==> config.mk <==
export PLATFORM = sky130hd
export DESIGN_NAME = image_source
export DESIGN_NICKNAME = d
export VERILOG_FILES = /design/src/logic/cnn_shape_pkg.sv /design/src/logic/image_source.sv
export SDC_FILE = /design/constraint.sdc
export NUM_CORES = 1
export LEC_CHECK = 0
export BUFFER_PORTS_ARGS = -buffer_cell sky130_fd_sc_hd__buf_2
export CELL_PAD_IN_SITES_DETAIL_PLACEMENT = 2
export CELL_PAD_IN_SITES_GLOBAL_PLACEMENT = 2
export CORE_MARGIN = 4
export CORE_UTILIZATION = 45
export CTS_CLUSTER_SIZE = 12
export DETAILED_ROUTE_END_ITERATION = 8
export PLACE_DENSITY_LB_ADDON = 0.1
export REMOVE_ABC_BUFFERS = 1
export SETUP_SLACK_MARGIN = 0.15
export SYNTH_ARGS = -nofsm -noshare
export SYNTH_HDL_FRONTEND = slang
export SYNTH_SLANG_ARGS = --single-unit
==> constraint.sdc <==
create_clock -name clk -period 11.88 [get_ports clk]
set_input_delay 2.97 -clock clk [delete_from_list [all_inputs] [get_ports clk]]
set_output_delay 2.97 -clock clk [all_outputs]
set_load 0.02 [all_outputs]
==> src/logic/cnn_shape_pkg.sv <==
package cnn_shape_pkg;

	// activations are unsigned bytes
	typedef logic [7:0] pixel_t;

	// input image
	localparam int IMG_H = 8;
	localparam int IMG_W = 8;

	// output channels of each conv stage
	localparam int C1_K = 2;
	localparam int C2_K = 4;

	// map sizes after each 2x2 pool
	localparam int P1_H = IMG_H / 2;
	localparam int P1_W = IMG_W / 2;
	localparam int P2_W = P1_W / 2;

	localparam int N_CLASS = 4;
	localparam int N_FEAT = P2_W * P2_W * C2_K;

	// pixel [col][ch] sits at bit offset (col * ch_count + ch) * 8
	typedef struct packed {
		pixel_t [IMG_W-1:0] px;
	} img_row_t;

	typedef struct packed {
		pixel_t [IMG_W-1:0][C1_K-1:0] px;
	} row1_t;

	typedef struct packed {
		pixel_t [P1_W-1:0][C1_K-1:0] px;
	} pool1_row_t;

	typedef struct packed {
		pixel_t [P1_W-1:0][C2_K-1:0] px;
	} row2_t;

	typedef struct packed {
		pixel_t [P2_W-1:0][C2_K-1:0] px;
	} pool2_row_t;

	typedef logic signed [19:0] score_t;
	typedef logic [1:0] class_t;

endpackage

==> src/logic/image_source.sv <==
`timescale 1ns/1ps

module image_source (
	input  logic                     clk,
	input  logic                     resetn,
	input  logic                     button_i,
	input  logic                     row_we_i,
	input  logic [2:0]               row_addr_i,
	input  cnn_shape_pkg::img_row_t  row_data_i,
	input  logic                     conv_done_i,
	input  logic                     result_done_i,
	output cnn_shape_pkg::img_row_t  row_o,
	output logic                     row_valid_o,
	output logic                     busy_o
);

	cnn_shape_pkg::img_row_t frame_q [cnn_shape_pkg::IMG_H];
	logic button_q;
	logic burst_q;
	logic [3:0] rd_ptr_q;
	logic [2:0] idx;
	logic start;
	logic send;

	assign start = button_i & ~button_q & ~busy_o;
	// rows 0 and 1 go out back to back, the rest wait for conv done
	assign send = start | burst_q |
		(busy_o & conv_done_i & (rd_ptr_q != 4'(cnn_shape_pkg::IMG_H)));
	assign idx = start ? 3'd0 : rd_ptr_q[2:0];

	always_ff @(posedge clk) begin
		if (row_we_i && !busy_o) begin
			frame_q[row_addr_i] <= row_data_i;
		end
		if (send) begin
			row_o <= frame_q[idx];
		end
	end

	always_ff @(posedge clk) begin
		if (!resetn) begin
			button_q <= 1'b0;
			burst_q <= 1'b0;
			rd_ptr_q <= '0;
			row_valid_o <= 1'b0;
			busy_o <= 1'b0;
		end else begin
			button_q <= button_i;
			burst_q <= start;
			row_valid_o <= send;
			if (send) begin
				rd_ptr_q <= {1'b0, idx} + 4'd1;
			end
			if (start) begin
				busy_o <= 1'b1;
			end else if (result_done_i) begin
				busy_o <= 1'b0;
			end
		end
	end

endmodule

# After elaboration in Yosys (flattened, before gate mapping)
# Memories as Yosys holds them, arrays and structs flattened. A register that Yosys moved wholly into a read port is not among the register bits.
# Cells that the tools add are included.
# totals
out_inout_bits,66
word_cells,24
memories,1
ram_bits,512
inputBits,73
register_bits,8
# memory_table
memory,depth,width,read_ports,rd_ports_with_merged_regs,write_ports,line,source
frame_q,8,64,1,1,1,image_source.sv:17,cnn_shape_pkg::img_row_t frame_q [cnn_shape_pkg::IMG_H];
# op_classes
n_eq_ne,1
mux,5
n_addsub,1
n_bitwise,8
n_reduce_logical,3
# op_table
operator,n
adder 3 x 1 -> 4 bit (second input constant),1
AND 1 bit,4
2-to-1 mux 1 bit,4
inequality test 4 bit (second input constant),1
2-to-1 mux 3 bit,1
NOT 1 bit,2
bitwise OR 1 bit,2
nonzero test 2 bit,1
logical AND 1 bit,1
logical NOT 1 bit,1

# Logic depth before layout (Yosys ltp)
# depth
ltp_word,5
ltp_mapped,9
depth_no_buf,5

# Worst setup path after synthesis
# Ideal clock, no wire load.
# synth_timing
kind,input to register
start,input row_addr_i[0]
end,"memory frame_q[2][0] in the netlist's numbering, enable pin"
arrival_ps,9249
path_buffers,0
cell_stages,1
setup_slack_ps,1980
setup_ps,651
t_required_ps,11229
cell_sequence,nor4_1
# synth_lines
item,line,source
start: declaration,image_source.sv:8,"input logic [2:0] row_addr_i,"
end: declaration,image_source.sv:17,
# No word-level cell before the write port.

# Worst setup path in the final report
# layout_timing
start,input button_i
end,register row_o[12] (netlist name)
# layout_between
elab_chain_cells,4
word_cells_on_any_way,5
cone_classes,mux: 1; bitwise: 4
# layout_rtl
item,line,source
start: declaration,image_source.sv:6,"input logic button_i,"
AND 1 bit (*) (2 in series),image_source.sv:25,assign start = button_i & ~button_q & ~busy_o;
bitwise OR 1 bit (2 in series),image_source.sv:27,assign send = start | burst_q |
# Every way passes the cells marked *; elsewhere a longest branch is shown, timed or not.
# A chain may end at the register's enable or synchronous reset.

==> summary.txt <==
Run status
  – Outcome: finished clean

GRT
  – Met3 usage: 4.50%
  – GRT Util Overall: 25.0%
  – Busiest grt layer: met2
  – Initial antenna violation count: 9
  – Largest net degree at the start of global routing: 78
  – Routing usage on met1: 31.3%
  – Global routing usage on met2: 44.7%
  – Vias in the first global route: 16500
  – Congestion Overflow GR: 0
  – Wire length of the first global-routing pass: 105000 um

Finish
  – Area Overhead vs Synth: 13.6%
  – Layout cells sized above 1: 23.0%
  – Layout Nets: 1707
  – Footprint of the multi-input gates: 0.00550 mm^2
  – Fill count: 4699
  – Register area: 0.0175 mm^2

Yosys
  – Synth Area per Inst: 15.6 um^2
  – Cell Area, Synth: 0.0234 mm^2
  – Register bit count reported by yosys: 584
  – Yosys warning count: 0
  – Sequential fraction of the synthesis area: 74.7%
  – Library cells used by synthesis: 37
  – Cell count after synthesis: 1501

Clocking
  – CTS tree: built
  – Root buf cell: clkbuf_16
  – Post-cts hold buffer count: 0
  – CTS Sinks: 584
  – # resized after CTS: 0
  – Worst-Skew Late Latency: 620 ps
  – Clock transition at path regs: 60 ps
  – Maximum clock path buffer count: 3
  – Inserted Clock Buffers: 61
  – # H-tree levels: 2
  – Post-CTS Setup Bufs: 0

Floorplanning
  – X dimension of the die: 236 um
  – Core area: 0.0514 mm^2
  – Row cnt: 83
  – # IOs: 139
  – Initial Util: 45.5%
  – Die Span Y: 236 um
  – Die area: 0.0557 mm^2

Power and ir drop
  – Power per cell area: 175 mW/mm^2
  – Final Power: 4640 uW
  – Pleak: 0.00847 uW
  – Worst IR Drop VDD: 0.000196 V

Flow run
  – Max_cap viols: 0

Setup path
  – Internal reg-to-reg setup slack: 7940 ps
  – Reg2Reg Launch Point: rd_ptr_q[1]
  – CP Launch Type: input pin
  – Worst R2R Path Depth: 6
  – CP max FO: 60
  – WS Path Type: in -> reg
  – Arr. time, crit path: 5750 ps
  – RR Endpoint: row_o[3]
  – Crit path capture type: register
  – CP required: 12190 ps

Routing
  – Detail Route Antenna Nets: 0
  – DR iter-0 viols: 1260
  – Post-route DRC: 0
  – Drt pass-1 iters: 5
  – Drt total wl: 71200 um
  – Avg WL per Cell: 30.2 um
  – Drt via density: 6.09
  – Vias: 14400

Timing
  – Worst rel slew slack: 28.6%
  – Final setup viols: 0
  – Period utilization: 45.8%
  – Worst-case clock skew: 13.5 ps
  – RSZ-0062 raised after global routing: false
  – Tmin final: 5440 ps
  – Fmax achieved: 184 MHz
  – Final TNS setup: 0 ps
  – Max Slew Vio Count: 0
  – Final hold violations: 0
  – Worst Max-Slew Pin Slew: 1070 ps

Worst hold path
  – HP Start: rd_ptr_q[3]
  – Hold path endpoint: rd_ptr_q[3]
  – WHS Path Cells: 2
  – Hold/Removal Path Class: reg -> reg

Place
  – Final HPWL DP: 37900 um
  – I/O Buffers: 138
  – RePlAce Congestion: 0.728
-- cell usage in the layout (no fill, tap or decap), types with 61 or more instances in the layout --
cell type  instances
nand3_1          132
nand2_1          262
a22oi_1           64
buf_2            138
and3_1            65
a32o_1            64
o21ai_0           64
edfxtp_1         576
mux2_2            64
clkbuf_16         61
-- metal layers --
metal | part of all wire, % | wire (um)
met5 | 0.084 | 60
met4 | 2.4 | 1720
met1 | 41 | 29200
met3 | 4.8 | 3420
met2 | 52 | 36800
-- worst max-delay path by stage --
| stage | cells after the start | start | endpoint | slack [ps] |
|---|---|---|---|---|
| 2_1_floorplan | 1 | row_addr_i[0] | frame_q[2][0] | 1980 |
| 3_3_place_gp | 5 | button_i | row_o[42] | 5930 |
| 3_5_place_dp | 5 | button_i | row_o[12] | 5810 |
| 4_1_cts | 5 | button_i | row_o[12] | 6440 |
| 5_1_grt | 5 | button_i | row_o[3] | 6380 |
| 6_report | 5 | button_i | row_o[12] | 6440 |
-- cell type report --
cell class	instances	share of cell area, %
sequential	584	65.7
multi-input combinational	814	20.7
clock buffer	79	6.26
timing repair buffer	171	3.53
tap	680	3.20
clock inverter	26	0.513
antenna	3	0.0283
inverter	1	0.0141
-- logic make-up after synthesis --
logic type / after synthesis / synth area share (%)
flops: 584 / 74.7
simple gates: 484 / 9.51
compound gates: 264 / 10.4
buf+inv: 103 / 2.22
mux: 64 / 3.08
xor+xnor: 1 / 0.0375
fa+ha+maj: 1 / 0.0535
-- power breakdown --
group / total, uW / internal, uW / switching [uW] / leakage, uW
logic: 477 / 152 / 325 / 0.00227
clock network: 1770 / 993 / 778 / 0.000892
registers: 2390 / 2340 / 45.0 / 0.00531
-- state kept, by name, indices dropped and copies added (netlist names) --
| name | count |
|---|---|
| burst_q | 1 |
| rd_ptr_q | 4 |
| row_o | 64 |
| button_q | 1 |
| busy_o | 1 |
| row_valid_o | 1 |
| frame_q | 512 |
-- critical path, stage by stage --
cell and delay, ps:
buf_2 110, or3b_4 850, and2_4 740, buf_4 760
a32oi_2 240
-- cells in the mapped netlist (all sizes together) --
cell | instances | area, um^2
a21boi | 2 | 15.0
a21o | 1 | 7.51
a22oi | 64 | 480
a32o | 64 | 641
a32oi | 64 | 936
and2 | 6 | 40.0
and3 | 65 | 407
buf | 47 | 309
clkbuf | 55 | 206
dfxtp | 8 | 160
edfxtp | 576 | 17300
ha | 1 | 12.5
inv | 1 | 3.75
mux2 | 64 | 721
nand2 | 262 | 983
nand2b | 2 | 12.5
nand3 | 132 | 661
nand4b | 1 | 8.76
nor2 | 3 | 11.3
nor2b | 1 | 6.26
nor3 | 4 | 20.0
nor3b | 3 | 27.5
nor4 | 2 | 12.5
nor4b | 1 | 15.0
o211ai | 1 | 12.5
o21ai | 68 | 344
or3b | 2 | 17.5
xnor2 | 1 | 8.76
-- through the flow --
step | cells | setup WS [ps] | hold slack [ps] | utilization [%] | cell area, um^2
after global placement | 2250 | 5930 | 439 | 48.2 | 24800
after global routing | 2357 | 6380 | 520 | 51.7 | 26600
after floorplan | 1399 | 1980 | 424 | - | 22900
after CTS | 2355 | 6440 | 500 | 51.7 | 26600
after detailed placement | 2250 | 5810 | 495 | 48.2 | 24800
final | 2358 | 6440 | 487 | 51.7 | 26600
(Power assumes the default switching activity.)
