## src/logic/cnn_shape_pkg.sv

```systemverilog
package cnn_shape_pkg;

	// activations are unsigned bytes
	typedef logic [7:0] pixel_t;

	// input image
	localparam int IMG_H = 8;
	localparam int IMG_W = 8;

	// output channels of each conv stage
	localparam int C1_K = 2;
	localparam int C2_K = 4;

	// map sizes after each 2x2 pool
	localparam int P1_H = IMG_H / 2;
	localparam int P1_W = IMG_W / 2;
	localparam int P2_W = P1_W / 2;

	localparam int N_CLASS = 4;
	localparam int N_FEAT = P2_W * P2_W * C2_K;

	// pixel [col][ch] sits at bit offset (col * ch_count + ch) * 8
	typedef struct packed {
		pixel_t [IMG_W-1:0] px;
	} img_row_t;

	typedef struct packed {
		pixel_t [IMG_W-1:0][C1_K-1:0] px;
	} row1_t;

	typedef struct packed {
		pixel_t [P1_W-1:0][C1_K-1:0] px;
	} pool1_row_t;

	typedef struct packed {
		pixel_t [P1_W-1:0][C2_K-1:0] px;
	} row2_t;

	typedef struct packed {
		pixel_t [P2_W-1:0][C2_K-1:0] px;
	} pool2_row_t;

	typedef logic signed [19:0] score_t;
	typedef logic [1:0] class_t;

endpackage

```

## src/logic/max_pool_rows.sv

```systemverilog
`timescale 1ns/1ps

module max_pool_rows #(
	parameter int  W = 8,
	parameter int  D = 2,
	parameter type in_row_t = logic [127:0],
	parameter type out_row_t = logic [63:0]
) (
	input  logic     clk,
	input  logic     resetn,
	input  in_row_t  row_i,
	input  logic     valid_i,
	output out_row_t row_o,
	output logic     valid_o
);

	logic [$bits(in_row_t)-1:0] even_q;
	logic [$bits(in_row_t)-1:0] odd_flat;
	logic [$bits(out_row_t)-1:0] pooled;
	logic odd_q;

	assign odd_flat = row_i;

	// max over each 2x2 block, per channel
	always_comb begin
		cnn_shape_pkg::pixel_t m;
		pooled = '0;
		for (int j = 0; j < W / 2; j++) begin
			for (int d = 0; d < D; d++) begin
				m = '0;
				for (int x = 2 * j; x < 2 * j + 2; x++) begin
					if (even_q[(x * D + d) * 8 +: 8] > m) begin
						m = even_q[(x * D + d) * 8 +: 8];
					end
					if (odd_flat[(x * D + d) * 8 +: 8] > m) begin
						m = odd_flat[(x * D + d) * 8 +: 8];
					end
				end
				pooled[(j * D + d) * 8 +: 8] = m;
			end
		end
	end

	always_ff @(posedge clk) begin
		if (valid_i && !odd_q) begin
			even_q <= row_i;
		end
		if (valid_i && odd_q) begin
			row_o <= out_row_t'(pooled);
		end
	end

	always_ff @(posedge clk) begin
		if (!resetn) begin
			odd_q <= 1'b0;
			valid_o <= 1'b0;
		end else begin
			valid_o <= valid_i & odd_q;
			if (valid_i) begin
				odd_q <= ~odd_q;
			end
		end
	end

endmodule

```

## config.mk

```make
export PLATFORM = sky130hd
export DESIGN_NAME = max_pool_rows
export DESIGN_NICKNAME = d
export VERILOG_FILES = /design/src/logic/cnn_shape_pkg.sv /design/src/logic/max_pool_rows.sv
export SDC_FILE = /design/constraint.sdc
export NUM_CORES = 1
export LEC_CHECK = 0
export ABC_AREA = 1
export BUFFER_PORTS_ARGS = -buffer_cell sky130_fd_sc_hd__buf_2
export CAP_MARGIN = 10
export CELL_PAD_IN_SITES_DETAIL_PLACEMENT = 1
export CELL_PAD_IN_SITES_GLOBAL_PLACEMENT = 2
export CORE_UTILIZATION = 25
export DETAILED_ROUTE_END_ITERATION = 12
export PLACE_DENSITY_LB_ADDON = 0.1
export SLEW_MARGIN = 20
export SYNTH_ARGS = -nofsm -noshare
export SYNTH_HDL_FRONTEND = slang
export SYNTH_SLANG_ARGS = --single-unit
```

## constraint.sdc

```tcl
create_clock -name clk -period 11.08 [get_ports clk]
set_input_delay 1.108 -clock clk [delete_from_list [all_inputs] [get_ports clk]]
set_output_delay 1.108 -clock clk [all_outputs]
set_load 0.1 [all_outputs]
```

# ---- After elaboration in Yosys (flattened, before gate mapping)
# Index checks and enable logic that the tools add are counted.
dict set report totals {
  wordCells 73
  output_inout_bits 65
  regBits 194
}
dict set report op_classes {
  reduce_logical 3
  bitwise 2
  muxes 32
  magnitude_cmp 32
}
# operator count
set op_table {}
lappend op_table {{2-to-1 mux 8 bit} 32}
lappend op_table {{> comparator 8 bit} 24}
lappend op_table {{> comparator 8 x 1 -> 1 bit (second input constant)} 8}
lappend op_table {{logical AND 1 bit} 2}
lappend op_table {{AND 1 bit} 1}
lappend op_table {{zero test 1 bit} 1}
lappend op_table {{NOT 1 bit} 1}

# ---- Longest topological paths before layout
dict set report logic_depth {
  word_depth 8
  mapped_depth 35
  depth_no_buf 35
}

# ---- Worst setup path after synthesis
# No wires, ideal clock.
dict set report synth_timing {
  path_type {in2reg}
  startpoint {input port valid_i}
  endpoint {register even_q[0], enable pin}
  arrival_time_ns 6.502
  path_stages 2
  t_required_ns 10.460
  setup_time_ns 0.620
  setup_slack_ns 3.958
  cell_sequence {inv_1 > nor2_1}
}
dict set report synth_via {
  elab_chain_cells 1
}
# item line
set synth_rtl {}
lappend synth_rtl {{start: declaration} max_pool_rows.sv:12} ;# input logic valid_i,
lappend synth_rtl {{logical AND 1 bit} max_pool_rows.sv:45} ;# if (valid_i && !odd_q) begin
lappend synth_rtl {{end signal: assignment} max_pool_rows.sv:46} ;# even_q <= row_i;
lappend synth_rtl {{end: declaration} max_pool_rows.sv:17} ;# logic [$bits(in_row_t)-1:0] even_q;
# Every way passes these cells.
# A chain may end at the register's enable or synchronous reset.

# ---- Final worst setup path
dict set report layout_timing {
  startpoint {input port row_i[15] (netlist bit)}
  endpoint {register row_o[9] (netlist bit), data pin}
}
dict set report layout_via {
  elab_chain_cells 6
}
# item line
set layout_rtl {}
lappend layout_rtl {{start: declaration} max_pool_rows.sv:11} ;# input in_row_t row_i,
lappend layout_rtl {{> comparator 8 bit} max_pool_rows.sv:35} ;# if (odd_flat[(x * D + d) * 8 +: 8] > m) begin
lappend layout_rtl {{2-to-1 mux 8 bit *} max_pool_rows.sv:35}
lappend layout_rtl {{> comparator 8 bit} max_pool_rows.sv:32} ;# if (even_q[(x * D + d) * 8 +: 8] > m) begin
lappend layout_rtl {{2-to-1 mux 8 bit *} max_pool_rows.sv:32}
lappend layout_rtl {{> comparator 8 bit} max_pool_rows.sv:35}
lappend layout_rtl {{2-to-1 mux 8 bit *} max_pool_rows.sv:35}
lappend layout_rtl {{via pooled[9]} max_pool_rows.sv:19} ;# logic [$bits(out_row_t)-1:0] pooled;
lappend layout_rtl {{end signal: assignment} max_pool_rows.sv:49} ;# row_o <= out_row_t'(pooled);
lappend layout_rtl {{end: declaration} max_pool_rows.sv:13} ;# output out_row_t row_o,
# The timed path passes the listed nets; every way through them passes the cells marked *.

==> results.json <==
{
  "diodes": 0,
  "yosys.area.top_type_share_pct": 41.0,
  "yosysSeqAreaShare_pct": 41.3,
  "finalCriticalPeriod_ps": 4740,
  "hp-class": "reg2reg",
  "die_h_um": 239,
  "synth.avg_cell_area_um2": 8.72,
  "synth_top_family_by_area": "simple AND/OR/NAND/NOR gates",
  "coreArea_mm2": 0.0553,
  "hpwlAfterDp_um": 31700,
  "finalSetupViolations": 0,
  "syn_nets": 1933,
  "via_per_inst": 4.33,
  "routedWlPerCell_um": 15.7,
  "drive_above_1_share_pct": 21.1,
  "crit_path_end_kind": "register",
  "area_growth_pct": 17.5,
  "slew_viol_final": 0,
  "cpMostUsedCell": "nand2_1",
  "critPathKind": "in2reg",
  "grt_overflow_total": 0,
  "outcome": "finished, final reports clean",
  "rsz0062_at_grt": "no",
  "syn_area_mm2": 0.0140,
  "io_pins": 196,
  "critPathMaxStageDelay_ps": 320,
  "slowest_stage": "ha_1",
  "synthArstFlopShare_pct": 0,
  "path_buf_inv": 4,
  "die_area_mm2": 0.0571,
  "nFillCells": 6587,
  "yosys_warnings": 0,
  "syn_inst": 1610,
  "grt_pass1_vias": 11900,
  "cts.clk_slew.worst_paths_ps": 80,
  "synthTopCellsByCount": "nand2_1 (471), inv_1 (264), edfxtp_1 (192), ha_1 (192), nand3_1 (159)",
  "grt_pass1_wl_um": 64500,
  "yosys.area_share.simple_pct": 29.7,
  "worst_pin_slew_ps": 846,
  "path_delay_family": "simple AND/OR/NAND/NOR gates",
  "cts_root_buffer": "clkbuf_16",
  "gr-usage-all-layers_pct": 14.8,
  "yosysMostFrequentCell": "nand2_1",
  "clk_latency_ps": 490,
  "numCtsBuffers": 17,
  "vias": 11200,
  "synthFlopType": "edfxtp_1",
  "whs_ps": 542,
  "hold_viol": 0,
  "maxCapViolCount": 0,
  "synthAdderAreaFrac_pct": 17.1,
  "initial_core_util_pct": 25.4,
  "path_max_fanout": 9,
  "synth_seq_cells": 194,
  "relSlewSlack_pct": 43.6,
  "cp.required_ps": 11330,
  "first_pass_iters": 4,
  "globalplace.congestion": 0.738,
  "drc": 0,
  "utilization_pct": 29.9,
  "arrival_ps": 4990,
  "wl_um": 40400,
  "ant_nets": 0,
  "synth_area_leaders": "edfxtp_1 (41%), ha_1 (17%), nand2_1 (13%)",
  "io_buffers": 195,
  "grt_max_degree": 129,
  "ir_drop_uv": 130,
  "tritoncts": "built",
  "p_leak_nw": 8.36,
  "num_rows": 86,
  "htree_levels": 4,
  "synth_largest_area_cell": "edfxtp_1",
  "yosysUniqueCellTypes": 27,
  "power_density_mw_per_mm2": 158,
  "nets": 2141,
  "max_freq_ghz": 0.211,
  "synth_mux_area_share_pct": 0,
  "antenna_found_initial": 3,
  "synth_compound_area_share_pct": 4.40,
  "drt_iter0_markers": 340,
  "post_cts_resize_count": 0,
  "cts_sinks": 194,
  "yosys.area_share.xor_xnor_pct": 0,
  "clock_path_buffers": 2,
  "die_x_um": 239,
  "fin_skew_ps": 10.7,
  "period_share_pct": 42.8,
  "start_kind": "input pin",
  "post-cts-setup-buffers": 0,
  "holdBufCountCts": 0,
  "setup_tns_ps": 0,
  "synth_edf_count": 192
}
path summary, 6_finish.rpt:
| kind | from | endpoint | slack, ps | cells after the start |
|---|---|---|---|---|
| setup / recovery | row_i[15] | row_o[9] | 6340 | 26 |
| hold reg to reg | odd_q | valid_o | 540 | 2 |
| hold / removal | odd_q | valid_o | 540 | 2 |
| setup reg to reg | even_q[15] | row_o[9] | 6640 | 26 |
worst min-delay path: cells and delay by family (launching register included):
family | cells | cell delay, ps
flip-flops | 1 | 350
AND/OR/NAND/NOR | 2 | 150
final cells by class:
| cell class | count | area, um^2 | area share (%) |
|---|---|---|---|
| inverter | 272 | 1030 | 6.22 |
| multi-input combinational | 1136 | 7190 | 43.6 |
| clock buffer | 19 | 433 | 2.62 |
| tap | 748 | 936 | 5.67 |
| sequential | 194 | 5810 | 35.2 |
| timing repair buffer | 197 | 1000 | 6.08 |
| clock inverter | 13 | 114 | 0.690 |
report_power, final:
group          switching (mW)  internal, mW  total [mW]
combinational           0.745         0.308        1.05
clock                   0.318         0.309       0.627
sequential             0.0257         0.901       0.927
layer usage:
metal | GRT usage (%) | wire length [um]
met5 | 0 | 23
met4 | 4.49 | 515
met3 | 2.97 | 1390
met2 | 25.3 | 19500
met1 | 18.6 | 18900
stage by stage:
| step | power [mW] | cells | instance area [um^2] | worst slack (ps) |
|---|---|---|---|---|
| 2_1_floorplan | 1.72 | 1610 | 14000 | 3960 |
| 3_3_place_gp | 2.01 | 2547 | 16000 | 5830 |
| 3_5_place_dp | 2.02 | 2547 | 16000 | 5800 |
| 4_1_cts | 2.68 | 2579 | 16500 | 6350 |
| 5_1_grt | 2.83 | 2579 | 16500 | 5900 |
| 6_report | 2.61 | 2579 | 16500 | 6340 |
cell usage in the layout (no fill, tap or decap), types with 2 or more instances in the layout:
cell type / synthesis / layout
nand2_4: 21 / 21
edfxtp_1: 192 / 192
a21oi_1: 69 / 69
clkinv_4: 1 / 6
o21ai_0: 8 / 8
clkbuf_16: 0 / 17
nor2_4: 8 / 9
o21a_1: 8 / 8
o211ai_1: 8 / 8
clkbuf_1: 8 / 2
nand2_2: 74 / 74
and2_1: 8 / 8
o21ai_1: 3 / 3
inv_1: 264 / 263
nand4_1: 15 / 15
nand4_4: 8 / 8
o21bai_1: 5 / 5
nand3_2: 33 / 33
nand2_1: 471 / 471
clkinv_2: 0 / 5
buf_2: 0 / 195
nand3_1: 159 / 159
dfxtp_1: 2 / 2
inv_2: 7 / 7
a21o_1: 8 / 8
nor2_1: 30 / 29
ha_1: 192 / 192
nor2_2: 6 / 6
sequential cells by signal, summed over array words and instances (netlist names):
name	count
even_q	128
odd_q	1
row_o	64
valid_o	1
kinds of logic after synthesis:
logic type / after synthesis
AND/OR/NAND/NOR: 835
buffers and inverters: 280
flip-flops: 194
adder cells (fa/ha/maj): 192
AO/OA/AOI/OAI: 109
(Power assumes the default switching activity.)
