## config.mk

```make
export PLATFORM = sky130hd
export DESIGN_NAME = line_3_buffer
export DESIGN_NICKNAME = d
export VERILOG_FILES = /design/src/logic/line_3_buffer.sv
export SDC_FILE = /design/constraint.sdc
export NUM_CORES = 1
export LEC_CHECK = 0
export ABC_AREA = 1
export BUFFER_PORTS_ARGS = -buffer_cell sky130_fd_sc_hd__buf_4
export CORE_MARGIN = 4
export CORE_UTILIZATION = 44
export DETAILED_ROUTE_END_ITERATION = 10
export PLACE_DENSITY_LB_ADDON = 0.25
export SYNTH_ARGS = -nofsm -noshare
export SYNTH_HDL_FRONTEND = slang
export SYNTH_SLANG_ARGS = --single-unit
export TNS_END_PERCENT = 50
```

## constraint.sdc

```tcl
create_clock -name clk -period 9.55 [get_ports clk]
set_clock_uncertainty 0.1 [all_clocks]
set_input_delay 0.955 -clock clk [delete_from_list [all_inputs] [get_ports clk]]
set_output_delay 0.955 -clock clk [all_outputs]
set_load 0.01 [all_outputs]
```

## src/logic/line_3_buffer.sv

```systemverilog
`timescale 1ns/1ps

module line_3_buffer #(
	parameter int  H = 8,
	parameter type row_t = logic [63:0]
) (
	input  logic clk,
	input  logic resetn,
	input  row_t row_i,
	input  logic valid_i,
	input  logic conv_done_i,
	output row_t above_o,
	output row_t mid_o,
	output row_t below_o,
	output logic win_valid_o
);

	localparam int CW = $clog2(H);

	row_t prev2_q;
	row_t prev1_q;
	logic [CW-1:0] cnt_q;
	logic last_pend_q;

	// window rows, held until the next window
	always_ff @(posedge clk) begin
		if (valid_i) begin
			prev2_q <= prev1_q;
			prev1_q <= row_i;
			if (cnt_q != '0) begin
				// top window gets a zero row above
				if (cnt_q == CW'(1)) begin
					above_o <= '0;
				end else begin
					above_o <= prev2_q;
				end
				mid_o <= prev1_q;
				below_o <= row_i;
			end
		end else if (conv_done_i && last_pend_q) begin
			above_o <= prev2_q;
			mid_o <= prev1_q;
			below_o <= '0;
		end
	end

	always_ff @(posedge clk) begin
		if (!resetn) begin
			cnt_q <= '0;
			last_pend_q <= 1'b0;
			win_valid_o <= 1'b0;
		end else begin
			win_valid_o <= 1'b0;
			if (valid_i) begin
				win_valid_o <= (cnt_q != '0);
				if (cnt_q == CW'(H - 1)) begin
					// last row in, final window waits for conv done
					cnt_q <= '0;
					last_pend_q <= 1'b1;
				end else begin
					cnt_q <= cnt_q + 1'b1;
				end
			end else if (conv_done_i && last_pend_q) begin
				win_valid_o <= 1'b1;
				last_pend_q <= 1'b0;
			end
		end
	end

endmodule

```

=== Word level (Yosys, flattened, before mapping) ===
Index checks and enable logic that the tools add are counted.

* Register bits after elaboration: 325
* Word-level logic and storage cells: 34
* Input bits: 68

* Multiplexer cells: 16
* Reduce and logical (&&, ||, !) cells: 5
* Equality and inequality tests: 4
* Add/sub/neg operators: 1

{| class="wikitable"
|+ Operators by type and width
! kind !! number
|-
| $mux W64 || 10
|-
| $mux W1 || 5
|-
| $ne A2 B1 Y1 const B || 2
|-
| $reduce_and A2 Y1 || 2
|-
| $add A3 B1 Y3 const B || 1
|-
| $eq A3 B1 Y1 const B || 1
|-
| $eq A3 B3 Y1 const B || 1
|-
| $mux W3 || 1
|-
| $reduce_bool A3 Y1 || 1
|-
| $reduce_bool A2 Y1 || 1
|-
| $logic_and A1 B1 Y1 || 1
|}

=== Logic depth before layout (Yosys ltp) ===
Gate-level depths: netlist of the first run.

* Depth after elaboration: 4
* Gate-level depth with buffers: 6
* Gate-level depth less buffers: 5

=== Least setup slack after synthesis of the first run ===
Ideal clock, no wire load.

* Path type: input to register
* Start: input port valid_i
* End: register above_o[0] (netlist bit) (enable)
* Arrival time: 5.419 ns
* Path slack: 3.470 ns
* Data required time: 8.889 ns
* Cell stages on the path: 4
* Library setup time: 0.561 ns
* Path through: buf_2 > buf_4 > nand2_1 > nand2_1

* Longest elaborated chain between the ends: 2
* Elaborated cells between the ends (all ways): 3
* Classes of those cells: eq/ne (1); reduce/logical (2)

{| class="wikitable"
|+ Ends and longest elaborated chain
! what !! line !! text
|-
| from (decl) || 10 || <nowiki>input logic valid_i,</nowiki>
|-
| $ne A2 B1 Y1 (no line) / $reduce_bool A2 Y1 (equally long branches) || - ||
|-
| $reduce_and A2 Y1 (no line) * || - ||
|-
| to (signal assigned) || 35 || <nowiki>above_o <= prev2_q;</nowiki>
|-
| to (signal assigned) || 41 || <nowiki>above_o <= prev2_q;</nowiki>
|-
| to (decl) || 12 || <nowiki>output row_t above_o,</nowiki>
|}

Every way passes the cells marked *; elsewhere a longest branch is shown, timed or not.
A chain may end at the register's enable or synchronous reset.

=== Worst setup path after layout of the first run ===
* Start: input port valid_i
* End: register below_o[5] (netlist bit) (enable)

* Longest elaborated chain between the ends: 2
* Elaborated cells between the ends (all ways): 3
* Classes of those cells: eq/ne (1); reduce/logical (2)

{| class="wikitable"
|+ Ends and longest elaborated chain
! what !! line !! text
|-
| $ne A2 B1 Y1 (no line) / $reduce_bool A2 Y1 (equally long branches) || - ||
|-
| $reduce_and A2 Y1 (no line) * || - ||
|-
| to (signal assigned) || 38 || <nowiki>below_o <= row_i;</nowiki>
|-
| to (decl) || 14 || <nowiki>output row_t below_o,</nowiki>
|}

Marks and branches as above.

==> summary.md, run 1 <==
| Metric | Value |
|---|---|
| Antenna violations before repair | 0 |
| RR Startpoint | cnt_q[0]$_SDFFE_PN0P_ |
| Height of the chip | 166 microns |
| Final hold violations | 0 |
| Startpoint Class | input port |
| Tightest Hold Check Type | reg -> reg |
| Top_reg_cell synth | edfxtp_1 |
| Leakage | 0.00603 uW |
| Reg-to-Reg End | below_o[5]$_SDFFCE_PN0P_ |
| CTS tree | yes |
| Die Area | 27500 sq um |
| ANT cells | 0 |
| Post-CTS sizing | 0 |
| I/O pin cnt | 261 |
| Flop2flop setup slack | 6.95 ns |
| Drt first pass iters | 5 |
| Grt total ovfl | 0 |
| Pre-CTS setup slack | 6.18 ns |
| Routed WL per cell | 15.6 microns |
| Post-Syn Nets | 696 |
| Initial core utilization | 44.9% |
| Final setup viols | 0 |
| Max stage delay on crit path | 0.89 ns |
| Post-synth cell types | 14 |
| Hold Startpoint | prev1_q[6]$_DFFE_PP_ |
| Max stage delay cell, worst path | buf_4 |
| Post-synth top area cell | edfxtp_1 |
| Max_slew headroom | 26.5% |
| Final WS setup | 6.74 ns |
| Share of cells above drive strength 1 | 33.0% |
| DP Cell Count | 1198 |
| Placer Congestion | 0.727 |
| Core Rows | 57 |
| Yosys top cell area share | 87.7% |
| Yosys warns | 0 |
| Clock latency on the worst-skew pair | 0.53 ns |
| Post-Syn Area | 11000 sq um |
| Top post-synthesis cells by area | edfxtp_1 88%, inv_1 4.6%, nor2_1 2.5%, nand2_1 2.3%, dfxtp_1 0.91% |
| EDFF count, synth | 320 |
| P per Cell Area | 217 nW/um^2 |
| Via density per instance | 4.30 |
| CTS max path bufs | 3 |
| Synth async-reset ratio | 0% |
| Least-Margin Pin Slew | 1.10 ns |
| Antenna-violating nets left | 0 |
| Crit path capture type | register |
| Worst Hold Depth | 0 |
| Area delta synth->final | 29.1% |
| Initial drt markers | 322 |
| CTS Buf Count | 31 |
| Top-count cell post-synth | edfxtp_1 |
| PortBufs | 260 |
| Vias in the first global route | 5292 |
| Final nets | 979 |
| Post-detail-place hpwl | 12600 microns |
| Via count | 5389 |
| Clock-pin slew on the worst setup and hold paths | 0.06 ns |
| Final wirelength | 19500 microns |
| Clock root cell | clkbuf_16 |
| RSZ-0062 raised after global routing | no |
| Post-Syn Area per Cell | 17.6 sq um |
| Worst Path Class, Setup | in -> reg |
| MaxCap Viol Count | 0 |
| Htree depth | 1 |
| DIE WIDTH | 166 microns |
| CP arrival | 2.86 ns |
| Gr usage total | 13.6% |
| First-pass GRT wire length | 30000 microns |
| Synth cell count leaders | 320 x edfxtp_1, 133 x inv_1, 72 x nor2_1, 68 x nand2_1, 6 x buf_6 |
| Layout Utilization | 58.0% |
| Post-synthesis register bit count | 325 |
| Non-filler cells, final | 1253 |
| Worst Path Max Fanout | 86 |
| VDD IR max | 151 uV |
| Core Area | 24400 sq um |
| Worst Hold End | mid_o[6]$_DFFE_PP_ |
| Reg2reg path depth | 6 |
| Pins Over Slew Limit | 0 |
| # hold bufs at CTS | 0 |
| Minimum clock period | 2.81 ns |
| Final Power | 3060 uW |
| Fmax | 356 MHz |
| Tcrit/Tclk final | 29.4% |
| Setup bufs post-CTS | 0 |
| # clock sinks | 325 |
| Largest net degree at the start of global routing | 87 |
| Status | finished clean |
| Setup TNS | 0 ns |
| Synthesized instance count | 624 |
| CP Cell Sequence | buf_6, inv_1, nand3_1, nand2_4, buf_4 |
| Worst EP required | 9.60 ns |
| Post-synthesis sequential area ratio | 88.6% |
| Post-route DRC | 0 |
flip-flops by register name, indices dropped and copies added (netlist names):
signal and flops:
prev1_q 64, below_o 64, win_valid_o 1, mid_o 64, last_pend_q 1, above_o 64
cnt_q 3, prev2_q 64
worst max-delay path, delay by kind of cell:
family | cells | cell delay [ns]
and+or+nand+nor | 2 | 0.53
buffers and inverters | 3 | 1.25
per-layer routing:
| metal | global-route usage (%) | wire, microns | vias up |
|---|---|---|---|
| met4 | 3.91 | 321 | 0 |
| met2 | 23.8 | 10100 | 170 |
| met5 | 0 | 0 | - |
| met3 | 4.24 | 1580 | 27 |
| li1 | - | - | 2662 |
| met1 | 16.2 | 7460 | 2530 |
metrics by stage:
step / hold slack, ns / cell area [sq um]
6_report: 0.338 / 14100
4_1_cts: 0.334 / 14100
3_3_place_gp: 0.323 / 13200
2_1_floorplan: 0.321 / 11000
5_1_grt: 0.351 / 14100
3_5_place_dp: 0.329 / 13200
kinds of logic after synthesis:
logic type / after synthesis / synth area share (%)
simple gates: 143 / 5.08
buf+inv: 147 / 5.61
flops: 325 / 88.6
compound gates: 5 / 0.228
fa+ha+maj: 4 / 0.457
placed cells by master, fill, tap and decap left out, drive strengths merged, types with 2 or more instances in the layout:
cell / synthesis / routed
buf: 14 / 264
nor2: 73 / 73
clkbuf: 0 / 38
edfxtp: 320 / 320
ha: 4 / 4
clkinv: 0 / 15
dfxtp: 5 / 5
nand2: 69 / 69
o21ai: 3 / 3
inv: 133 / 133
a21oi: 2 / 2
cell type report:
cell class	instances	area (sq um)
clock buffer	38	802
clock inverter	17	103
fill	1933	10200
inverter	133	499
multi-input combinational	152	639
sequential	325	9710
tap	324	405
timing repair buffer	264	1990
how the worst max path moves through the flow:
stage | from | end | slack (ns)
after global routing | valid_i | below_o[5]$_SDFFCE_PN0P_ | 6.58
after CTS | valid_i | mid_o[12]$_DFFE_PP_ | 6.75
final | valid_i | below_o[5]$_SDFFCE_PN0P_ | 6.74
after global placement | valid_i | above_o[13]$_DFFE_PP_ | 6.20
after floorplan | valid_i | above_o[0]$_DFFE_PP_ | 3.47
after detailed placement | valid_i | above_o[14]$_DFFE_PP_ | 6.18
where the power goes:
group,total (uW),internal (uW),switching (uW)
combinational,234,101,133
clock,1090,618,477
sequential,1740,1700,34.1
(Power assumes the default switching activity.)
==> run 2, diff against run 1 <==
ABC_AREA = 0   (was 1)
clock period = 2.35 ns   (was 9.55 ns; I/O delays follow)
==> run 2 against run 1 <==
Compared with the run above:
- utilization is 3.0 points higher
- critical path type is now reg -> reg
- clock power grew to 4.0 times the previous value
- final area grew 5.2%
- largest cell class unchanged
- global-route usage is 0.38 points higher
==> summary.md, run 2 <==
| Metric | Value |
|---|---|
| Top post-synthesis cells by area | edfxtp_1 88%, and2_1 4.5%, and2_4 4.0%, dfxtp_1 0.92%, buf_6 0.72% |
| Yosys warns | 0 |
| CTS tree | yes |
| Least-Margin Pin Slew | 0.799 ns |
| Synth cell count leaders | 320 x edfxtp_1, 78 x and2_1, 50 x and2_4, 7 x buf_6, 6 x clkbuf_1 |
| Flop2flop setup slack | 0.52 ns |
| Clock root cell | clkbuf_16 |
| Final setup viols | 0 |
| Final hold violations | 0 |
| Routed length on met3 | 1570 microns |
| Post-synthesis register bit count | 325 |
| Die Area | 27400 sq um |
| Yosys top cell area share | 88.1% |
| Largest net degree at the start of global routing | 74 |
| P per Cell Area | 842 nW/um^2 |
| Vias in the first global route | 5490 |
| Synth async-reset ratio | 0% |
| Routed WL per cell | 16.8 microns |
| Pins Over Slew Limit | 0 |
| Post-synth top area cell | edfxtp_1 |
| Tightest Hold Check Type | in -> reg |
| Max_slew headroom | 46.8% |
| Tcrit/Tclk final | 77.9% |
| Via count | 5292 |
| Clock-pin slew on the worst setup and hold paths | 0.06 ns |
| I/O pin cnt | 261 |
| First-pass GRT wire length | 29900 microns |
| Worst EP required | 2.44 ns |
| DP Cell Count | 1067 |
| Leakage | 0.00572 uW |
| # clock sinks | 325 |
| Post-synth cell types | 19 |
| Setup bufs post-CTS | 0 |
| Post-CTS sizing | 0 |
| Top-count cell post-synth | edfxtp_1 |
| Gr usage total | 14.0% |
| Area occupied by multi-input gates | 1110 sq um |
| CTS max path bufs | 3 |
| EDFF count, synth | 320 |
| Height of the chip | 165 microns |
| Non-filler cells, final | 1187 |
| Worst Path Class, Setup | reg -> reg |
| Final wirelength | 19900 microns |
| Minimum clock period | 1.83 ns |
| Clock latency on the worst-skew pair | 0.54 ns |
| Worst Path Max Fanout | 28 |
| Post-Syn Area | 10900 sq um |
| Core Rows | 57 |
| Crit path capture type | register |
| Placer Congestion | 0.743 |
| Fmax | 546 MHz |
| CTS Buf Count | 31 |
| CP arrival | 1.92 ns |
| Post-detail-place hpwl | 12900 microns |
| Top_reg_cell synth | edfxtp_1 |
| Initial core utilization | 44.7% |
| ANT cells | 0 |
| Initial drt markers | 248 |
| Pre-CTS setup slack | 0.487 ns |
| Antenna-violating nets left | 0 |
| Htree depth | 1 |
| Drt first pass iters | 4 |
| Startpoint Class | register |
| Post-route DRC | 0 |
| Final nets | 916 |
| Post-Syn Area per Cell | 22.4 sq um |
| Commonest non-fill, non-tap cell in the layout | edfxtp_1 |
| Commonest cells after routing, fill and taps aside | 320 x edfxtp_1, 265 x buf_4, 78 x and2_1 |
| Max Used Layer | met4 |
| VDD IR max | 497 uV |
| MaxCap Viol Count | 0 |
| RSZ-0062 raised after global routing | no |
| Via density per instance | 4.46 |
| Metal2 WL | 10300 microns |
| Synthesized instance count | 488 |
| M1 WL | 7630 microns |
| PortBufs | 260 |
| Area delta synth->final | 36.3% |
| Fill cells | 1767 |
| Antenna violations before repair | 0 |
| Grt total ovfl | 0 |
| Setup TNS | 0 ns |
| Status | finished clean |
| Post-Syn Nets | 560 |
| Reg area | 9710 sq um |
| Final WS setup | 0.519 ns |
| Core Area | 24400 sq um |
| Share of cells above drive strength 1 | 42.2% |
| Post-synthesis sequential area ratio | 89.0% |
| DIE WIDTH | 165 microns |
[run 2: cell types whose count changed in the layout (fill, tap and decap cells not counted), moves of 3 or more]
cell	before	now
inv_1	133	1
and2_1	0	78
nor2_1	72	2
dlygate4sd3_1	0	68
nand2_1	67	0
and2_4	0	50
buf_12	0	3
clkinv_2	7	4
[run 2: per-stage QoR]
stage                     instance area [sq um]  util (%)  power (uW)  hold WS [ns]
after floorplan                           10900         -        7570         0.234
after global placement                    13300      54.5        8140         0.319
after detailed placement                  13300      54.5        8180         0.321
after CTS                                 14900      61.0       12700         0.284
after global routing                      14900      61.0       13000         0.299
final                                     14900      61.0       12500         0.313
[run 2: kinds of logic after synthesis]
kind of cell,share of synthesized area (%)
adder cells (fa/ha/maj),0.459
flip-flops,89.0
AND/OR/NAND/NOR,8.96
AO/OA/AOI/OAI,0.321
buffers and inverters,1.10
multiplexers,0.183
[run 2: critical path, stage by stage, from the launching register on]
cell and delay (ns):
dfxtp_2 0.36, inv_2 0.06, ha_4 0.14, nor2b_4 0.13
a21oi_4 0.30, buf_4 0.40
[run 2: what timing repair did]
action | CTS | global route
hold endpoints to repair | 143 | 0
endpoints found under the setup margin | 0 | 0
hold buffers | 68 | 0
[run 2: final timing paths]
check	start	end	cells past startpoint
max	cnt_q[0]$_SDFFE_PN0P_	mid_o[38]$_DFFE_PP_	5
min	row_i[12]	prev1_q[12]$_DFFE_PP_	2
max reg2reg	cnt_q[0]$_SDFFE_PN0P_	mid_o[38]$_DFFE_PP_	5
min reg2reg	prev1_q[52]$_DFFE_PP_	mid_o[52]$_DFFE_PP_	0
[run 2: area by class of cell]
type / count / area share (%)
multi-input cells: 146 / 7.49
inverters: 3 / 0.0757
clock inverters: 14 / 0.597
well taps: 324 / 2.73
repair buffers: 337 / 18.4
flip-flops and latches: 325 / 65.3
clock buffers: 38 / 5.39
[run 2: report_power, final]
part | leakage, uW | internal, uW | switching (uW)
Sequential | 0.00314 | 6900 | 140
Clock | 0.000437 | 2500 | 1900
Combinational | 0.00214 | 577 | 510
Total | 0.00572 | 9970 | 2550
[run 2: layer usage]
layer | vias to the layer above | global-route usage (%)
met5 | - | 0
met4 | 0 | 3.90
met3 | 38 | 3.55
met2 | 172 | 24.7
met1 | 2551 | 17.1
li1 | 2531 | -
