**src/logic/cnn_shape_pkg.sv**
```systemverilog
package cnn_shape_pkg;

	// activations are unsigned bytes
	typedef logic [7:0] pixel_t;

	// input image
	localparam int IMG_H = 8;
	localparam int IMG_W = 8;

	// output channels of each conv stage
	localparam int C1_K = 2;
	localparam int C2_K = 4;

	// map sizes after each 2x2 pool
	localparam int P1_H = IMG_H / 2;
	localparam int P1_W = IMG_W / 2;
	localparam int P2_W = P1_W / 2;

	localparam int N_CLASS = 4;
	localparam int N_FEAT = P2_W * P2_W * C2_K;

	// pixel [col][ch] sits at bit offset (col * ch_count + ch) * 8
	typedef struct packed {
		pixel_t [IMG_W-1:0] px;
	} img_row_t;

	typedef struct packed {
		pixel_t [IMG_W-1:0][C1_K-1:0] px;
	} row1_t;

	typedef struct packed {
		pixel_t [P1_W-1:0][C1_K-1:0] px;
	} pool1_row_t;

	typedef struct packed {
		pixel_t [P1_W-1:0][C2_K-1:0] px;
	} row2_t;

	typedef struct packed {
		pixel_t [P2_W-1:0][C2_K-1:0] px;
	} pool2_row_t;

	typedef logic signed [19:0] score_t;
	typedef logic [1:0] class_t;

endpackage

```
**src/logic/cnn_coef_pkg.sv**
```systemverilog
package cnn_coef_pkg;

	typedef logic signed [7:0] coef_t;
	typedef logic signed [15:0] bias_t;

	// right shift after accumulation, indexed by stage
	localparam int CONV_SHIFT [1:2] = '{4, 5};

	// stage 1 kernels, [out ch][row][col], single input channel
	localparam coef_t K1 [0:1][0:2][0:2] = '{
		'{'{-1, 0, 2}, '{-2, 1, 4}, '{-1, 0, 2}},
		'{'{ 1, 2, 1}, '{ 2, 5, 2}, '{ 1, 2, 1}}
	};

	localparam bias_t B1 [0:1] = '{8, -24};
	localparam bias_t B2 [0:3] = '{40, -64, 96, 16};

	// classes 0 and 1 share a bias
	localparam bias_t BD [0:3] = '{24, 24, -16, 8};

	function automatic coef_t conv_weight(input int stage, input int oc, input int ic,
			input int r, input int c);
		if (stage == 1) begin
			return K1[oc][r][c];
		end
		// stage 2 pattern, values in -3..3
		return coef_t'(((oc * 5 + ic * 3 + r * 7 + c * 2) % 7) - 3);
	endfunction

	function automatic bias_t conv_bias(input int stage, input int oc);
		if (stage == 1) begin
			return B1[oc];
		end
		return B2[oc];
	endfunction

	// feature index is (row * 2 + col) * 4 + ch
	function automatic coef_t dense_weight(input int cls, input int feat);
		return coef_t'(((cls * 7 + feat * 3) % 11) - 5);
	endfunction

	function automatic bias_t dense_bias(input int cls);
		return BD[cls];
	endfunction

endpackage

```
**src/logic/dense_classify.sv**
```systemverilog
`timescale 1ns/1ps

module dense_classify (
	input  logic                       clk,
	input  logic                       resetn,
	input  cnn_shape_pkg::pool2_row_t  row_i,
	input  logic                       valid_i,
	input  logic [1:0]                 sw_i,
	output cnn_shape_pkg::class_t      class_o,
	output logic [7:0]                 led_o,
	output logic                       result_valid_o
);

	localparam int NF = cnn_shape_pkg::N_FEAT;
	localparam int NC = cnn_shape_pkg::N_CLASS;
	localparam int SW = $clog2(NF);
	localparam int RW = $bits(cnn_shape_pkg::pool2_row_t);

	logic [NF*8-1:0] feat_q;
	logic row_sel_q;
	logic run_q;
	logic [SW-1:0] step_q;
	cnn_shape_pkg::pixel_t feat_cur;
	cnn_shape_pkg::score_t acc_q [NC];
	cnn_shape_pkg::score_t score_q [NC];
	cnn_shape_pkg::score_t prod [NC];

	assign feat_cur = feat_q[step_q * 8 +: 8];

	// current feature times each class weight
	always_comb begin
		cnn_coef_pkg::coef_t w;
		for (int k = 0; k < NC; k++) begin
			w = '0;
			for (int j = 0; j < NF; j++) begin
				if (step_q == SW'(j)) begin
					w = cnn_coef_pkg::dense_weight(k, j);
				end
			end
			prod[k] = w * $signed({1'b0, feat_cur});
		end
	end

	always_ff @(posedge clk) begin
		if (valid_i) begin
			feat_q[row_sel_q * RW +: RW] <= row_i;
		end
		for (int k = 0; k < NC; k++) begin
			if (valid_i && row_sel_q) begin
				acc_q[k] <= cnn_coef_pkg::dense_bias(k);
			end else if (run_q) begin
				acc_q[k] <= acc_q[k] + prod[k];
			end
		end
	end

	always_ff @(posedge clk) begin
		if (!resetn) begin
			row_sel_q <= 1'b0;
			run_q <= 1'b0;
			step_q <= '0;
			result_valid_o <= 1'b0;
			for (int k = 0; k < NC; k++) begin
				score_q[k] <= '0;
			end
		end else begin
			result_valid_o <= 1'b0;
			if (valid_i) begin
				row_sel_q <= ~row_sel_q;
				// second row starts the MAC run
				if (row_sel_q) begin
					run_q <= 1'b1;
					step_q <= '0;
				end
			end
			if (run_q) begin
				step_q <= step_q + 1'b1;
				if (step_q == SW'(NF - 1)) begin
					run_q <= 1'b0;
					result_valid_o <= 1'b1;
					for (int k = 0; k < NC; k++) begin
						score_q[k] <= acc_q[k] + prod[k];
					end
				end
			end
		end
	end

	// argmax, ties keep the lower index
	always_comb begin
		cnn_shape_pkg::class_t best;
		cnn_shape_pkg::score_t sel;
		best = '0;
		for (int k = 1; k < NC; k++) begin
			if (score_q[k] > score_q[best]) begin
				best = cnn_shape_pkg::class_t'(k);
			end
		end
		class_o = best;
		sel = score_q[sw_i];
		if (sel < 0) begin
			led_o = 8'd0;
		end else if (sel > 255) begin
			led_o = 8'd255;
		end else begin
			led_o = sel[7:0];
		end
	end

endmodule

```
**config.mk**
```make
export PLATFORM = sky130hd
export DESIGN_NAME = dense_classify
export DESIGN_NICKNAME = d
export VERILOG_FILES = /design/src/logic/cnn_shape_pkg.sv /design/src/logic/cnn_coef_pkg.sv /design/src/logic/dense_classify.sv
export SDC_FILE = /design/constraint.sdc
export NUM_CORES = 1
export LEC_CHECK = 0
export BUFFER_PORTS_ARGS = -buffer_cell sky130_fd_sc_hd__buf_2
export CORE_MARGIN = 2
export CORE_UTILIZATION = 31
export CTS_BUF_LIST = sky130_fd_sc_hd__clkbuf_16
export DETAILED_ROUTE_END_ITERATION = 8
export GPL_ROUTABILITY_DRIVEN = 0
export HOLD_SLACK_MARGIN = 0.05
export PLACE_DENSITY = 0.41
export SLEW_MARGIN = 10
export SYNTH_ARGS = -nofsm -noshare
export SYNTH_HDL_FRONTEND = slang
export SYNTH_SLANG_ARGS = --single-unit
```
**constraint.sdc**
```tcl
create_clock -name clk -period 8.3 [get_ports clk]
set_clock_uncertainty 0.05 [all_clocks]
set_input_delay 1.66 -clock clk [delete_from_list [all_inputs] [get_ports clk]]
set_output_delay 1.66 -clock clk [all_outputs]
set_load 0.02 [all_outputs]
```
== Word level (Yosys, flattened, before mapping) ==
Memories as Yosys holds them, arrays and structs flattened.
Index checks and enable logic that the tools add are counted.
Storage, ports and cells
  bits in registers: 135
  memory bits (writable): 160
  output and inout bits: 11
  word-level logic and storage cells: 149
  memories: 2
Operators by class
  add/sub/neg operators: 6
  $mul: 4
  magnitude comparators: 5
  equality and inequality tests: 15
  shift-type cells: 3
  mux-type cells: 95
  bitwise logic cells: 9
  reductions and logical operators: 5
Memories
  acc_q: words 4, bits a word 20, read ports 4, clocked after Yosys merged registers in 0, write ports 4, RTL line dense_classify.sv:24  | cnn_shape_pkg::score_t acc_q [NC];
  score_q: words 4, bits a word 20, read ports 7, clocked after Yosys merged registers in 0, write ports 4, RTL line dense_classify.sv:25  | cnn_shape_pkg::score_t score_q [NC];
Operators with widths (count)
  2-to-1 mux 8 bit: 64
  2-to-1 mux 20 bit: 8
  bitwise mux 128 bit: 1
  variable shift 64 x 34 -> 128 bit (first input constant): 1
  variable part select 128 x 8 -> 8 bit: 1
  variable part select 64 x 34 -> 128 bit: 1
  adder 20 x 17 -> 20 bit: 4
  multiplier 8 x 9 -> 17 bit: 4
  greater-than comparator 20 bit: 3
  negator 7 -> 34 bit: 1
  equality test 4 bit (second input constant): 8
  greater-than comparator 20 x 9 -> 1 bit (second input constant): 1
  less-than comparator 20 x 1 -> 1 bit (second input constant): 1
  equality test 4 x 3 -> 1 bit (second input constant): 4
  2-to-1 mux 1 bit: 15
  2-to-1 mux 4 bit: 3
  equality test 4 x 2 -> 1 bit (second input constant): 2
  bitwise OR 1 bit: 8
  2-to-1 mux 2 bit: 3
  adder 4 x 1 -> 4 bit (second input constant): 1
  equality test 4 x 1 -> 1 bit (second input constant): 1
  logical NOT 4 bit: 1
  nonzero test 2 bit: 2
  2-to-1 mux 3 bit: 1
  other kinds (3): 3

== Longest topological paths before layout ==
Gate-level depths: netlist of run 1.
  depth in word-level cells: 20
  depth in mapped cells: 29

== Worst setup path after synthesis of run 1 ==
OpenSTA, ideal clock, no wires.
  path type: register to output
  start: mem score_q[1][13] (netlist name)
  end: out class_o[0]
  arrival time: 5.893 ns
  slack: 0.697 ns
  stages on the path, launching flop included: 27
  path through: edfxtp_1 -> ha_1 -> a21o_1 -> a211oi_1 -> o21a_1 -> o21ai_0 -> o31a_1 -> clkbuf_1 -> a21oi_1 -> nor2_1 -> ha_1 -> a21o_1 -> a21oi_1 -> nor3_1 -> or4_4 -> or4b_4 -> and3_4 -> buf_6 -> o31ai_2 -> ha_1 -> nor2b_1 -> o21a_1 -> o21a_1 -> o21ai_0 -> a31o_2 -> a21oi_1 -> o32ai_1
RTL lines
  from (decl): RTL line dense_classify.sv:25
  to (decl): RTL line dense_classify.sv:9  | output cnn_shape_pkg::class_t class_o,

==> impl_results.md, run 1 <==
- Core Area: between 80000 and 90000 um2
- Worst skew pair latency: approximately 0.6 ns
- Seq/Total Area, Yosys: roughly 34%
- Crit. End Element: output port
- Max-cap violation count: 0
- Count of pins over their slew limit: 0
- Arrival time at the worst endpoint: roughly 6.5 ns
- Ports: 80
- Min-Delay Path Class: reg -> reg
- Remaining global-route overflow: 0
- Max-slew headroom: approximately a fifth
- Initial DRT Pass Iterations: 5
- Post-synth net total: ~3000
- Min Tclk post-route: around 8 ns
- Area delta synth->final: 16.8%
- CTS tree: built
- Synth warnings: 0
- Mapped Area: around 26000 um2
- Total Nets Final: about 3200
- P per Cell Area: roughly 340 nW/um2
- WS Path Type: reg -> out
- TNS Setup: 0 ns
- Row Count: around 110
- Max Root-Sink Buffers: 3
- First-pass GRT wire length: around 110000 um
- Via count: 17835
- Fin crit share: between 90% and 100%
- R2r setup slk: between 0.5 and 0.6 ns
- Initial antenna violation count: 11
- Post-Synthesis Cells: approximately 2400
- Commonest non-fill, non-tap cells in the layout: 398 x inv_1, 294 x ha_1, 288 x edfxtp_1
- Die area: 86100 um2
- Syn Area/Cell: 10.7 um2
- Clk slew on worst S/H paths: about 0.060 ns
- Placement Cell Area: between 20000 and 30000 um2
- Port Buf Inserts: 79
- H-tree depth: 2
- Die height: 293 um
- Max Freq: roughly 120 MHz
- Crit path max fanout: 21
- EDFF count, synth: between 200 and 300
- Die Wd: between 200 and 300 um
- Pre-CTS WS: 0.296 ns
- Most common flop cell mapped by yosys: edfxtp_1
- Worst Path Required: between 6 and 7 ns
- Max VDD drop: between 500 and 600 uV
- Setup slack after layout: ~0.12 ns
- Vias per cell: 4.82
- Hold Fails Final Rpt: 0
- Largest net degree at the start of global routing: about 130
- Commonest non-fill, non-tap cell in the layout: inv_1
- FFs w/ async S/R, synth: 0%
- Final Cell Area: between 30000 and 40000 um2
- Setup crit start kind: flip-flop
- Number of DRC markers in iteration 0: 850
- Routed Antenna Nets: 0
- Least-Margin Pin Slew: about 1.2 ns
- Drt total wl: 71300 um
- RSZ-0062 raised after global routing: true
- Vias in the first global route: a little under 20000
- Tot Pwr: between 10 and 15 mW
- Layout cell share with drive strength beyond 1: 16.3%
- Routed WL per cell: between 15 and 20 um
- Final setup fails: 0
- Fin Hold WS: 0.634 ns
- Clock root cell: clkbuf_16
- # DRC: 0
- Initial Utilization: ~31%
- Tot GR Track Use: ~17%
- TritonCTS Buffers: 40
- Yosys reg bits: approximately 300
- Run status: finished clean
- Static Leak: ~13 nW
- Clk sinks: about 300
- HPWL after detailed placement: 53900 um
- Synth unique cells: between 60 and 70
## final timing paths
kind,to,startpoint,depth (start not counted)
max,class_o[0],score_q[0][4]$_SDFFCE_PN0P_,27
min,score_q[3][0]$_SDFFCE_PN0P_,acc_q[3][0]$_SDFFCE_PN0P_,2
max reg2reg,score_q[0][14]$_SDFFCE_PN0P_,step_q[1]$_SDFFE_PN0P_,24
min reg2reg,score_q[3][0]$_SDFFCE_PN0P_,acc_q[3][0]$_SDFFCE_PN0P_,2
## report_power, final
group / internal (mW) / leakage [nW] / switching (mW)
Sequential: 1.77 / 2.80 / 0.0404
Combinational: 2.77 / 9.92 / 3.99
Clock: 1.04 / 0.659 / 0.720
Total: 5.58 / 13.4 / 4.75
## cell families (layout without fill, tap and decap cells)
| group | Yosys count | in the layout | synth area share (%) |
|---|---|---|---|
| simple gates | 735 | 738 | 14.5 |
| fa+ha+maj | 509 | 509 | 30.5 |
| buf+inv | 492 | 666 | 7.20 |
| flops | 295 | 295 | 33.8 |
| compound gates | 289 | 291 | 7.50 |
| xor+xnor | 67 | 67 | 2.26 |
| mux | 51 | 51 | 4.28 |
| other cells | 0 | 2 | 0 |
## final cells by class
type / count / area [um2]
antenna: 2 / 5.00
clock buffer: 40 / 1000
clock inverter: 31 / 322
fill: 8408 / 52900
inverter: 401 / 1510
multi-input combinational: 1656 / 16000
sequential: 295 / 8790
tap: 1080 / 1350
timing repair buffer: 194 / 1370
## state kept, by name, summed over array words and instances (netlist names)
register        count
run_q               1
acc_q              80
score_q            80
result_valid_o      1
feat_q            128
row_sel_q           1
step_q              4
## critical path, cell delays in order, from the launching register on
cell,delay (ns)
edfxtp_1,0.37
inv_1,0.09
ha_1,0.28
and4_1,0.22
nand3_2,0.10
o21bai_4,0.20
a31o_1,0.28
a21o_4,0.27
buf_4,0.18
a21oi_4,0.16
nor2_1,0.06
ha_1,0.17
a21o_1,0.18
a21oi_2,0.11
nor3_1,0.05
or4_4,0.54
or4b_4,0.56
buf_12,0.19
nand4_1,0.13
o31ai_4,0.09
ha_1,0.35
nand4_1,0.15
nor2_1,0.16
nand3_2,0.11
a31o_4,0.23
and4b_1,0.22
o32ai_2,0.26
buf_4,0.18
## cell usage after synthesis, types with 7 or more instances
cell type | n | area (um2)
inv_1 | 398 | 1490
ha_1 | 303 | 3790
edfxtp_1 | 288 | 8650
fa_1 | 206 | 4120
nor2_1 | 193 | 724
nand2_1 | 155 | 582
and2_1 | 108 | 676
a21oi_1 | 90 | 450
nor2b_1 | 79 | 494
clkbuf_1 | 77 | 289
mux4_2 | 48 | 1080
o21ai_0 | 48 | 240
and3_1 | 45 | 282
xnor2_1 | 42 | 368
nor3_1 | 27 | 135
nand3_1 | 25 | 125
o21a_1 | 25 | 188
xor2_1 | 25 | 219
a21o_1 | 19 | 143
nand4b_1 | 19 | 166
o31ai_2 | 19 | 238
a211oi_1 | 17 | 128
nand2b_1 | 16 | 100
or3_1 | 15 | 93.8
nand4_1 | 14 | 87.6
nor4_1 | 11 | 68.8
o21bai_1 | 11 | 82.6
o211ai_1 | 9 | 67.6
o31ai_1 | 8 | 60.1
a31oi_1 | 7 | 43.8
buf_2 | 7 | 35.0
dfxtp_1 | 7 | 140
or2_2 | 7 | 43.8
## metal layers
layer	global-route usage [%]	up-vias	wire length [um]
li1	-	8589	-
met1	23.1	8889	34000
met2	27.7	261	33000
met3	2.94	86	2950
met4	3.65	10	1300
met5	0	-	69
## what timing repair did
action / CTS / global route
gates cloned: 4 / 3
hold buffers: 0 / 0
gates resized for setup: 46 / 89
pin swaps: 20 / 66
buffers inserted: 14 / 35
setup endpoints to repair: 2 / 2
## per-stage QoR
| stage | util [%] | instances |
|---|---|---|
| 6_report | 36.4 | 3699 |
| 5_1_grt | 36.4 | 3698 |
| 4_1_cts | 35.5 | 3658 |
| 3_5_place_dp | 33.5 | 3569 |
| 3_3_place_gp | 33.5 | 3569 |
| 2_1_floorplan | - | 2438 |
Power figures use the tool's default switching activity.
==> run 2, diff against run 1 <==
BUFFER_PORTS_ARGS = -buffer_cell sky130_fd_sc_hd__buf_4   (was -buffer_cell sky130_fd_sc_hd__buf_2)
CELL_PAD_IN_SITES_DETAIL_PLACEMENT = 1   (was not set)
CELL_PAD_IN_SITES_GLOBAL_PLACEMENT = 1   (was not set)
PLACE_DENSITY = 0.5   (was 0.41)
==> impl_results.md, run 2 (synthesis gave the netlist of run 1 again) <==
- Ports: 80
- Area delta synth->final: 17.7%
- Static Leak: roughly 13 nW
- Routed WL per cell: around 20 um
- Largest Register: feat_q
- Tot GR Track Use: between 10% and 20%
- Fin crit share: 100%
- H-tree depth: 2
- Remaining global-route overflow: 0
- Count of pins over their slew limit: 0
- Commonest non-fill, non-tap cell in the layout: inv_1
- Least-Margin Pin Slew: ~1.1 ns
- Run status: finished clean
- # DRC: 0
- Vias in the first global route: 20347
- Crit path max fanout: 6
- Clock root cell: clkbuf_16
- Number of DRC markers in iteration 0: between 700 and 800
- Max-slew headroom: between 20% and 30%
- Min-Delay Path Class: reg -> reg
- Via count: around 18000
- Clk slew on worst S/H paths: roughly 0.060 ns
- Clock share of power: approximately a fifth
- R2R depth: 20
- Min Tclk post-route: 8.30 ns
- P per Cell Area: approximately 350 nW/um2
- Max Root-Sink Buffers: 3
- WS Path Type: reg -> out
- Initial DRT Pass Iterations: 4
- Routed Antenna Nets: 0
- Die height: a little under 300 um
- RSZ-0062 raised after global routing: true
- Worst skew pair latency: approximately 0.58 ns
- Vias per cell: a little under 5
- First-pass GRT wire length: around 120000 um
- Hold Fails Final Rpt: 0
- Flip-flop count of the largest register after layout: 128
- Internal power: approximately 5.8 mW
- Hold_buf cts: 0
- Die area: around 86000 um2
- Worst Path Required: around 6.6 ns
- Arrival time at the worst endpoint: between 6 and 7 ns
- HPWL after detailed placement: roughly 58000 um
- Worst hold stages: 2
- Largest net degree at the start of global routing: 131
- Logic pwr share: 64.2%
- Max VDD drop: around 470 uV
- Tot Pwr: 10.6 mW
- Initial Utilization: a little under a third
- Core Area: 83300 um2
- Max-cap violation count: 0
- Setup crit start kind: flip-flop
- Max Freq: ~120 MHz
- Drt total wl: about 75000 um
- Port Buf Inserts: 79
- Switching power share of the total: a little under half
- Total Nets Final: about 3200
- TritonCTS Buffers: between 40 and 50
- Initial antenna violation count: 8
- Commonest non-fill, non-tap cells in the layout: 394 x inv_1, 292 x ha_1, 288 x edfxtp_1
- Clk sinks: 295
- Row Count: between 100 and 150
- Pre-CTS WS: 0.125 ns
- Layout cell share with drive strength beyond 1: between 15 and 20%
- CTS tree: built
- Sequential Power Share: ~17%
- Total net switching power: ~4.8 mW
- Setup slack after layout: ~0.0040 ns
- Final setup fails: 0
- Registers with the most flip-flops: feat_q (128), acc_q (80), score_q (80)
- Crit. End Element: output port
- Die Wd: ~290 um
==> run 2: through the flow <==
stage          TNS, ns  util (%)  instance area, um2  hold WS (ns)  cells
2_1_floorplan        0         -               26000         0.588   2438
3_3_place_gp         0      33.7               28100         0.611   3571
3_5_place_dp         0      33.7               28100         0.615   3571
4_1_cts              0      36.3               30300         0.640   3680
5_1_grt         -0.432      36.7               30600         0.651   3691
6_report             0      36.7               30600         0.633   3692
==> run 2: per-layer routing <==
layer	routed length, um	track usage (%)	up-vias
li1	-	-	8584
met1	35600	24.3	9221
met2	35700	30.1	257
met3	2320	2.19	90
met4	1720	4.45	4
met5	31	0	-
==> run 2: worst max-delay path, stage by stage (launching register included) <==
cell and delay, ns:
edfxtp_1 0.45, ha_4 0.31, nand4_1 0.15, nor2_2 0.17, nand3_2 0.14, or3_4 0.43
o31a_1 0.20, buf_4 0.19, and3_4 0.19, nor2_2 0.08, ha_1 0.27, a21oi_2 0.20
nor4_2 0.06, or4_4 0.48, or4b_4 0.53, and3_4 0.22, buf_4 0.15, o31ai_4 0.23
ha_1 0.28, a21oi_2 0.12, nor2_1 0.06, nor2_1 0.13, a21oi_2 0.08, a311oi_2 0.31
and4b_1 0.29, o32ai_2 0.10, buf_4 0.17
==> run 2: timing repair <==
action                     4_1_cts  5_1_grt
cloned                           5        0
setup buffers                   32       13
setup endpoints to repair        2        2
gates resized for setup         69       58
pin swaps                       38       61
==> run 2: power groups by stage <==
| stage | clock network (mW) | registers [mW] | logic (mW) |
|---|---|---|---|
| after global routing | 2.10 | 1.82 | 7.76 |
| final | 1.98 | 1.81 | 6.80 |
| after floorplan | 0 | 1.83 | 4.88 |
| after CTS | 2.05 | 1.81 | 6.89 |
| after detailed placement | 0 | 1.84 | 6.77 |
| after global placement | 0 | 1.84 | 6.65 |
==> run 2: final timing paths <==
| kind | startpoint | to | slack [ns] |
|---|---|---|---|
| setup / recovery | score_q[1][18]$_SDFFCE_PN0P_ | class_o[0] | 0.004 |
| hold / removal | acc_q[1][0]$_SDFFCE_PN0P_ | score_q[1][0]$_SDFFCE_PN0P_ | 0.63 |
| setup reg to reg | step_q[0]$_SDFFE_PN0P_ | score_q[1][15]$_SDFFCE_PN0P_ | 0.78 |
| hold reg to reg | acc_q[1][0]$_SDFFCE_PN0P_ | score_q[1][0]$_SDFFCE_PN0P_ | 0.63 |
==> run 2: area by class of cell <==
type                            count  area [um2]
Timing Repair Buffer              190        1490
Fill cell                        9192       52700
Inverter                          401        1510
Sequential cell                   295        8790
Antenna cell                        1        2.50
Clock inverter                     30         449
Multi-Input combinational cell   1653       15900
Clock buffer                       42        1050
Tap cell                         1080        1350
